==> config.mk <==
export PLATFORM = sky130hd
export DESIGN_NAME = kmac_core
export DESIGN_NICKNAME = d
export VERILOG_FILES = /design/src/source/kmac_pkg.sv /design/src/source/kmac_core.sv /design/src/source/kmac_ctrl_fsm.sv /design/src/source/kmac_key_encoder.sv /design/src/source/kmac_key_feeder.sv
export SDC_FILE = /design/constraint.sdc
export NUM_CORES = 1
export LEC_CHECK = 0
export BUFFER_PORTS_ARGS = -buffer_cell sky130_fd_sc_hd__buf_2
export CAP_MARGIN = 20
export CORE_AREA = 2 2 264 266
export CTS_CLUSTER_SIZE = 16
export DETAILED_ROUTE_END_ITERATION = 10
export DIE_AREA = 0 0 266 268
export SYNTH_ARGS = -nofsm -noshare
export SYNTH_HDL_FRONTEND = slang
export SYNTH_SLANG_ARGS = --single-unit
==> constraint.sdc <==
create_clock -name clk_i -period 5.7 [get_ports clk_i]
set_clock_uncertainty 0.15 [all_clocks]
set_input_delay 1.425 -clock clk_i [delete_from_list [all_inputs] [get_ports clk_i]]
set_output_delay 1.425 -clock clk_i [all_outputs]
set_load 0.02 [all_outputs]
==> src/source/kmac_pkg.sv <==
// Shared widths, types and rate tables for the KMAC key-prefix stage
// Single share only; the key block is sized for the largest rate (L128)
// Key lengths above MaxKeyLen are not supported

package kmac_pkg;

  //////////////////////////////////////////////////////////////////////
  // Widths
  //////////////////////////////////////////////////////////////////////

  // One message word toward the engine
  parameter int MsgWidth = 64;
  parameter int MsgStrbW = MsgWidth / 8;

  // Longest secret key in bits
  parameter int MaxKeyLen = 512;

  // Words in the largest rate block (1344 bits for L128)
  parameter int KeyBlockWords = 21;

  // Index must reach KeyBlockWords itself to flag the end of a block
  parameter int KeyIdxW = 5;

  //////////////////////////////////////////////////////////////////////
  // Types
  //////////////////////////////////////////////////////////////////////

  typedef enum logic [2:0] {
    Key128 = 3'd0,
    Key192 = 3'd1,
    Key256 = 3'd2,
    Key384 = 3'd3,
    Key512 = 3'd4
  } key_len_e;

  typedef enum logic [2:0] {
    L128 = 3'd0,
    L224 = 3'd1,
    L256 = 3'd2,
    L384 = 3'd3,
    L512 = 3'd4
  } strength_e;

  // One beat on the message interface
  typedef struct packed {
    logic [MsgWidth-1:0] data;
    logic [MsgStrbW-1:0] strb;
  } msg_beat_t;

  // Padded key block, built as a flat vector and read out word by word
  typedef union packed {
    logic [KeyBlockWords*MsgWidth-1:0]      flat;
    logic [KeyBlockWords-1:0][MsgWidth-1:0] words;
  } key_block_u;

  //////////////////////////////////////////////////////////////////////
  // Rate tables
  //////////////////////////////////////////////////////////////////////

  // Rate in 64-bit words
  function automatic logic [KeyIdxW-1:0] rate_words(strength_e s);
    case (s)
      L128:    return KeyIdxW'(21);
      L224:    return KeyIdxW'(18);
      L256:    return KeyIdxW'(17);
      L384:    return KeyIdxW'(13);
      L512:    return KeyIdxW'(9);
      default: return '0;
    endcase
  endfunction

  // Rate in bytes, used as the bytepad width
  function automatic logic [7:0] rate_bytes(strength_e s);
    case (s)
      L128:    return 8'd168;
      L224:    return 8'd144;
      L256:    return 8'd136;
      L384:    return 8'd104;
      L512:    return 8'd72;
      default: return 8'd0;
    endcase
  endfunction

endpackage

==> src/source/kmac_core.sv <==
// KMAC key-prefix stage between the message FIFO and the SHA3 engine
// Prepends bytepad(encode_string(K), rate) when KMAC is enabled
// Configuration inputs must stay stable from start until done

`timescale 1ns/10ps

module kmac_core
  import kmac_pkg::*;
(
  input  logic                 clk_i,
  input  logic                 rst_ni,

  // Message FIFO side
  input  logic                 fifo_valid_i,
  input  msg_beat_t            fifo_beat_i,
  output logic                 fifo_ready_o,

  // SHA3 engine side
  output logic                 msg_valid_o,
  output msg_beat_t            msg_beat_o,
  input  logic                 msg_ready_i,

  // Configuration
  input  logic                 kmac_en_i,
  input  strength_e            strength_i,
  input  key_len_e             key_len_i,
  input  logic [MaxKeyLen-1:0] key_data_i,

  // Commands
  input  logic                 start_i,
  input  logic                 process_i,
  input  logic                 done_i,
  output logic                 process_o,

  // Escalation
  input  logic                 escalate_i,
  output logic                 fsm_error_o
);

  logic       key_phase;
  logic       clr_idx;
  logic       block_sent;
  logic       key_valid;
  msg_beat_t  key_beat;
  key_block_u key_block;

  //////////////////////////////////////////////////////////////////////
  // Key path
  //////////////////////////////////////////////////////////////////////

  kmac_key_encoder u_encoder (
    .key_data_i  (key_data_i),
    .key_len_i   (key_len_i),
    .strength_i  (strength_i),
    .key_block_o (key_block)
  );

  kmac_key_feeder u_feeder (
    .clk_i        (clk_i),
    .rst_ni       (rst_ni),
    .key_phase_i  (key_phase),
    .clr_idx_i    (clr_idx),
    .strength_i   (strength_i),
    .key_block_i  (key_block),
    .msg_ready_i  (msg_ready_i),
    .key_valid_o  (key_valid),
    .key_beat_o   (key_beat),
    .block_sent_o (block_sent)
  );

  kmac_ctrl_fsm u_ctrl (
    .clk_i        (clk_i),
    .rst_ni       (rst_ni),
    .kmac_en_i    (kmac_en_i),
    .start_i      (start_i),
    .process_i    (process_i),
    .done_i       (done_i),
    .escalate_i   (escalate_i),
    .block_sent_i (block_sent),
    .key_phase_o  (key_phase),
    .clr_idx_o    (clr_idx),
    .process_o    (process_o),
    .fsm_error_o  (fsm_error_o)
  );

  //////////////////////////////////////////////////////////////////////
  // Message mux
  //////////////////////////////////////////////////////////////////////

  // FIFO is held off while the key block owns the engine
  assign msg_valid_o  = key_phase ? key_valid : fifo_valid_i;
  assign msg_beat_o   = key_phase ? key_beat  : fifo_beat_i;
  assign fifo_ready_o = key_phase ? 1'b0      : msg_ready_i;

endmodule

==> src/source/kmac_ctrl_fsm.sv <==
// Control FSM for the key-prefix stage
// Sparse state codes; any illegal code or escalation ends in TerminalError
// TerminalError is left only through reset

`timescale 1ns/10ps

module kmac_ctrl_fsm (
  input  logic clk_i,
  input  logic rst_ni,

  input  logic kmac_en_i,
  input  logic start_i,
  input  logic process_i,
  input  logic done_i,
  input  logic escalate_i,

  // From key feeder
  input  logic block_sent_i,

  output logic key_phase_o,
  output logic clr_idx_o,
  output logic process_o,
  output logic fsm_error_o
);

  //////////////////////////////////////////////////////////////////////
  // State encoding
  //////////////////////////////////////////////////////////////////////

  // 6-bit codes, minimum Hamming distance 3
  typedef enum logic [5:0] {
    StIdle          = 6'b011000,
    StKey           = 6'b010111,
    StMsg           = 6'b001110,
    StFlush         = 6'b101011,
    StTerminalError = 6'b100000
  } ctrl_st_e;

  ctrl_st_e state_q, state_d;

  // Request toward the engine, only issued once the key block is out
  logic kmac_process;
  logic process_latched;

  always_ff @(posedge clk_i or negedge rst_ni) begin
    if (!rst_ni) begin
      state_q <= StIdle;
    end else begin
      state_q <= state_d;
    end
  end

  //////////////////////////////////////////////////////////////////////
  // Next state and outputs
  //////////////////////////////////////////////////////////////////////

  always_comb begin
    state_d      = state_q;
    key_phase_o  = 1'b0;
    clr_idx_o    = 1'b0;
    kmac_process = 1'b0;
    fsm_error_o  = 1'b0;

    case (state_q)
      StIdle: begin
        if (kmac_en_i && start_i) begin
          state_d = StKey;
        end
      end

      // Full rate block of key goes out regardless of process
      StKey: begin
        key_phase_o = 1'b1;
        if (block_sent_i) begin
          clr_idx_o = 1'b1;
          state_d   = StMsg;
        end
      end

      // FIFO message passes through, wait for a process request
      StMsg: begin
        if (process_i || process_latched) begin
          kmac_process = 1'b1;
          state_d      = StFlush;
        end
      end

      StFlush: begin
        if (done_i) begin
          state_d = StIdle;
        end
      end

      StTerminalError: begin
        fsm_error_o = 1'b1;
      end

      default: begin
        fsm_error_o = 1'b1;
        state_d     = StTerminalError;
      end
    endcase

    // Escalation overrides everything
    if (escalate_i) begin
      state_d = StTerminalError;
    end
  end

  //////////////////////////////////////////////////////////////////////
  // Process latch
  //////////////////////////////////////////////////////////////////////

  // Catches a process that arrives before the key block is finished
  always_ff @(posedge clk_i or negedge rst_ni) begin
    if (!rst_ni) begin
      process_latched <= 1'b0;
    end else if (process_i && !process_o) begin
      process_latched <= 1'b1;
    end else if (process_o || done_i) begin
      process_latched <= 1'b0;
    end
  end

  // Plain SHA3 use forwards process untouched
  assign process_o = kmac_en_i ? kmac_process : process_i;

endmodule

==> src/source/kmac_key_encoder.sv <==
// Builds bytepad(encode_string(K), rate) as one flat rate-sized block
// Purely combinational; key and configuration must be stable while in use
// Bits above the encoded key are zero, so any rate can read the same block

`timescale 1ns/10ps

module kmac_key_encoder
  import kmac_pkg::*;
(
  input  logic [MaxKeyLen-1:0] key_data_i,
  input  key_len_e             key_len_i,
  input  strength_e            strength_i,
  output key_block_u           key_block_o
);

  //////////////////////////////////////////////////////////////////////
  // Prefix fields
  //////////////////////////////////////////////////////////////////////

  // left_encode(rate) is always two bytes, 01 then the rate in bytes
  logic [15:0] rate_enc;

  // left_encode(len(K)) in byte stream order, byte 0 in the low bits
  // Two-byte lengths leave the top byte unused
  logic [23:0] len_enc;

  // Bytes taken by left_encode(len(K)), either 2 or 3
  logic        len_is_3b;

  assign rate_enc = {rate_bytes(strength_i), 8'h01};

  always_comb begin
    len_enc   = '0;
    len_is_3b = 1'b0;
    case (key_len_i)
      // 128 -> 01 80
      Key128: len_enc = 24'h00_8001;
      // 192 -> 01 C0
      Key192: len_enc = 24'h00_C001;
      // 256 -> 02 01 00
      Key256: begin
        len_enc   = 24'h00_0102;
        len_is_3b = 1'b1;
      end
      // 384 -> 02 01 80
      Key384: begin
        len_enc   = 24'h80_0102;
        len_is_3b = 1'b1;
      end
      // 512 -> 02 02 00
      Key512: begin
        len_enc   = 24'h00_0202;
        len_is_3b = 1'b1;
      end
      default: len_enc = '0;
    endcase
  end

  //////////////////////////////////////////////////////////////////////
  // Block assembly
  //////////////////////////////////////////////////////////////////////

  // Layout from bit 0 upward: rate_enc, len_enc, key, zero fill
  always_comb begin
    key_block_o.flat        = '0;
    key_block_o.flat[15:0]  = rate_enc;

    if (len_is_3b) begin
      key_block_o.flat[39:16] = len_enc;
    end else begin
      key_block_o.flat[31:16] = len_enc[15:0];
    end

    // Key starts right after the length field
    case (key_len_i)
      Key128:  key_block_o.flat[32 +: 128] = key_data_i[127:0];
      Key192:  key_block_o.flat[32 +: 192] = key_data_i[191:0];
      Key256:  key_block_o.flat[40 +: 256] = key_data_i[255:0];
      Key384:  key_block_o.flat[40 +: 384] = key_data_i[383:0];
      Key512:  key_block_o.flat[40 +: 512] = key_data_i[511:0];
      default: key_block_o.flat[MaxKeyLen+39:16] = '0;
    endcase
  end

endmodule

==> src/source/kmac_key_feeder.sv <==
// Streams the padded key block to the engine one 64-bit word at a time
// Stops after rate_words(strength) accepted beats
// Strength must not change during the key phase

`timescale 1ns/10ps

module kmac_key_feeder
  import kmac_pkg::*;
(
  input  logic       clk_i,
  input  logic       rst_ni,

  // From control FSM
  input  logic       key_phase_i,
  input  logic       clr_idx_i,
  input  strength_e  strength_i,

  // Encoded key block
  input  key_block_u key_block_i,

  // Engine side
  input  logic       msg_ready_i,
  output logic       key_valid_o,
  output msg_beat_t  key_beat_o,

  // Whole rate block accepted
  output logic       block_sent_o
);

  logic [KeyIdxW-1:0]  key_idx;
  logic [KeyIdxW-1:0]  idx_limit;
  logic [MsgWidth-1:0] key_word;

  //////////////////////////////////////////////////////////////////////
  // Word index
  //////////////////////////////////////////////////////////////////////

  // Advances only on a real transfer so back-pressure holds the word
  always_ff @(posedge clk_i or negedge rst_ni) begin
    if (!rst_ni) begin
      key_idx <= '0;
    end else if (clr_idx_i) begin
      key_idx <= '0;
    end else if (key_valid_o && msg_ready_i) begin
      key_idx <= key_idx + KeyIdxW'(1);
    end
  end

  assign idx_limit    = rate_words(strength_i);
  assign block_sent_o = (key_idx == idx_limit);

  //////////////////////////////////////////////////////////////////////
  // Word select
  //////////////////////////////////////////////////////////////////////

  // Index can sit one past the last word at the end of an L128 block
  assign key_word = (key_idx < KeyIdxW'(KeyBlockWords)) ?
                    key_block_i.words[key_idx] : '0;

  assign key_valid_o = key_phase_i && !block_sent_o;

  // Key words are always full width
  assign key_beat_o.data = key_valid_o ? key_word : '0;
  assign key_beat_o.strb = key_valid_o ? '1 : '0;

endmodule

==> impl_metrics.py <==
metrics = {
    "status": {
        "status": "finished clean",
    },
    "sta": {
        "setup_viol": 0,
        "fin_crit_ns": 5.60,
        "hold_viol_final": 0,
        "max_slew_margin": 0.284,
        "period_share": 0.982,
        "fmax_mhz": 179,
        "fin_hold_ws_ns": 0.395,
        "worst_pin_slew_ns": 1.07,
        "rsz0062_at_grt": "false",
        "slew_viol_final": 0,
    },
    "cells_and_area": {
        "nNetsFinal": 2413,
        "drive_above_1_share": 0.474,
        "final_area_mm2": 0.0129,
        "final_util": 0.189,
        "stdcell_count": 2729,
        "area_growth_pct": 63.7,
    },
    "power_and_ir_drop": {
        "irDropWorstVdd_mv": 0.0816,
        "p_leak_nw": 5.44,
        "powerDensity_mw_per_mm2": 84.8,
    },
    "critical_path": {
        "start_kind": "input pin",
        "r2r_start": "u_feeder.key_idx[3]",
        "arrival_ns": 4.02,
        "crit_path_end_kind": "output port",
        "worst_r2r_path_depth": 7,
        "cp_max_fo": 23,
        "r2r_slack_ns": 3.16,
        "crit_type": "input pin to output port",
        "crit_required_ns": 4.12,
        "crit_path_start": "key_len_i[2]",
    },
    "routing": {
        "drc": 0,
        "dr_total_vias": 13900,
        "ant_nets": 0,
        "drtIter0Drc": 1463,
        "avgViaCountPerCell": 5.10,
        "wire_per_inst_um": 35.2,
        "totalWireLength_um": 96100,
        "dr.pass1.iters": 6,
    },
    "placed_design": {
        "place_inst": 2688,
        "dpl_cell_area_mm2": 0.0126,
        "numPortBuffers": 674,
        "hpwl_um": 85000,
        "gp_congestion": 0.984,
    },
    "synth": {
        "synth_common_cells": "o21ai_0, a221oi_1, nand2_1",
        "ys_seq_elements": 12,
        "yosys_warnings": 0,
        "synth_top_cell_by_area": "a221oi_1",
        "synth.distinct_cells": 75,
        "async_reset_ff_frac": 1.00,
        "ys.flop_type": "dfrtp_1",
        "synthTopCellsByArea": "a221oi_1, mux2i_1, o21ai_0",
        "syn_inst": 1170,
        "synth_top_area_frac": 0.140,
        "synth_nets": 1770,
        "avgSynthCellArea_um2": 6.73,
        "yosysSeqAreaShare": 0.0385,
        "syn_area_mm2": 0.00787,
        "synth.most_common_cell": "o21ai_0",
        "synth-edff-count": 0,
    },
    "cts": {
        "clockBufferDepth": 2,
        "numCtsBuffers": 3,
        "cts-root-buf": "clkbuf_16",
        "clock_sinks": 12,
        "clkTransAtPathRegs_ns": 0.05,
        "cts_tree": "yes",
        "worstSkewPairLatency_ns": 0.25,
        "cts.htree.levels": 1,
    },
    "grt": {
        "grt_pass1_vias": 13400,
        "antenna_found_initial": 102,
        "grt_start_max_net_pins": 97,
        "grt_usage": 0.255,
        "overflow": 0,
        "grt_pass1_wl_um": 122000,
    },
    "min_path": {
        "min_path_type": "register to register",
        "min_from": "u_ctrl.process_latched",
        "whs_path_depth": 2,
    },
    "floorplanning": {
        "fp.dieW_um": 266,
        "core_mm2": 0.0682,
        "rows": 96,
        "die_area_mm2": 0.0713,
        "ioPinCount": 675,
        "die_y_um": 268,
        "initial_core_util": 0.115,
    },
    "run": {
        "maxCapViolCount": 0,
    },
}
## worst max-delay path: stages
cell and delay [ns]:
buf_2 0.12, buf_4 0.24, buf_4 0.25, nor2_4 0.06, buf_4 0.23, buf_4 0.21, a221oi_1 0.67, nor4_2 0.16
a21oi_1 0.30, o41ai_4 0.12, buf_2 0.21
## metrics by stage
stage	TNS, ns	setup slack, ns	power, mW
floorplan	0	0.792	0.435
global placement	-0.810	-0.206	0.946
detailed placement	-0.667	-0.221	0.938
CTS	0	0.00680	1.09
global route	0	0.0557	1.15
finish	0	0.102	1.09
## final timing paths
check                                    endpoint
min reg2reg                u_ctrl.process_latched
max                                msg_beat_o[40]
max reg2reg                   u_feeder.key_idx[0]
min                        u_ctrl.process_latched
min in group asynchronous       u_ctrl.state_q[5]
max in group asynchronous       u_ctrl.state_q[4]
## cell families after synthesis
family	after synthesis	synth area share
AOI/OAI and AO/OA	597	0.536
xor gates and xnor gates	2	0.00223
adders and majority gates	1	0.00159
buffers and inverters	164	0.0995
DFF	12	0.0385
muxes	101	0.132
and+or+nand+nor	293	0.190
## state kept, by name, summed over array words and instances, names as in the netlist
| register | flops |
|---|---|
| u_feeder.key_idx | 5 |
| u_ctrl.process_latched | 1 |
| u_ctrl.state_q | 6 |
## per-layer routing
layer	vias up	part of all wire	global-route usage
met5	-	0.0036	0
met3	206	0.086	0.0606
met1	6590	0.38	0.297
met4	54	0.037	0.0938
met2	969	0.49	0.452
li1	6092	-	-
## report_power, final
part | total, mW | switching [mW] | internal [mW]
clock | 0.147 | 0.0409 | 0.106
sequential | 0.110 | 0.0125 | 0.0972
combinational | 0.836 | 0.509 | 0.328
## final cells by class
cell class              instances  area (µm²)
fillers                      7918       55300
well taps                     882        1100
multi-input cells             994        6900
repair buffers                784        4320
inverters                      18        67.6
diodes                         35        87.6
clock buffers                   4        88.8
flip-flops and latches         12         307
## cell usage in the layout, fill, tap and decap left out, drive strengths merged, types with 11 or more instances in the layout
cell type / netlist / final
a211o: 11 / 11
nand4: 24 / 24
diode: 0 / 35
inv: 18 / 18
nand3: 15 / 15
a221o: 18 / 18
o21ai: 167 / 167
a211oi: 19 / 19
a21oi: 78 / 78
a31oi: 36 / 36
nor2: 63 / 63
nor3: 20 / 20
mux2: 24 / 24
nor3b: 11 / 11
nand2: 94 / 94
mux2i: 77 / 77
buf: 76 / 784
a22o: 18 / 18
a221oi: 126 / 126
a22oi: 58 / 58
o221ai: 17 / 17
nor4: 11 / 11
## what timing repair did
| item | in CTS | in global routing |
|---|---|---|
| pin swaps | 1 | 0 |
| endpoints found under the setup margin | 6 | 3 |
| buffers inserted | 2 | 0 |
| resized for setup | 5 | 3 |
| hold buffers | 0 | 0 |
Power figures use the tool's default switching activity.
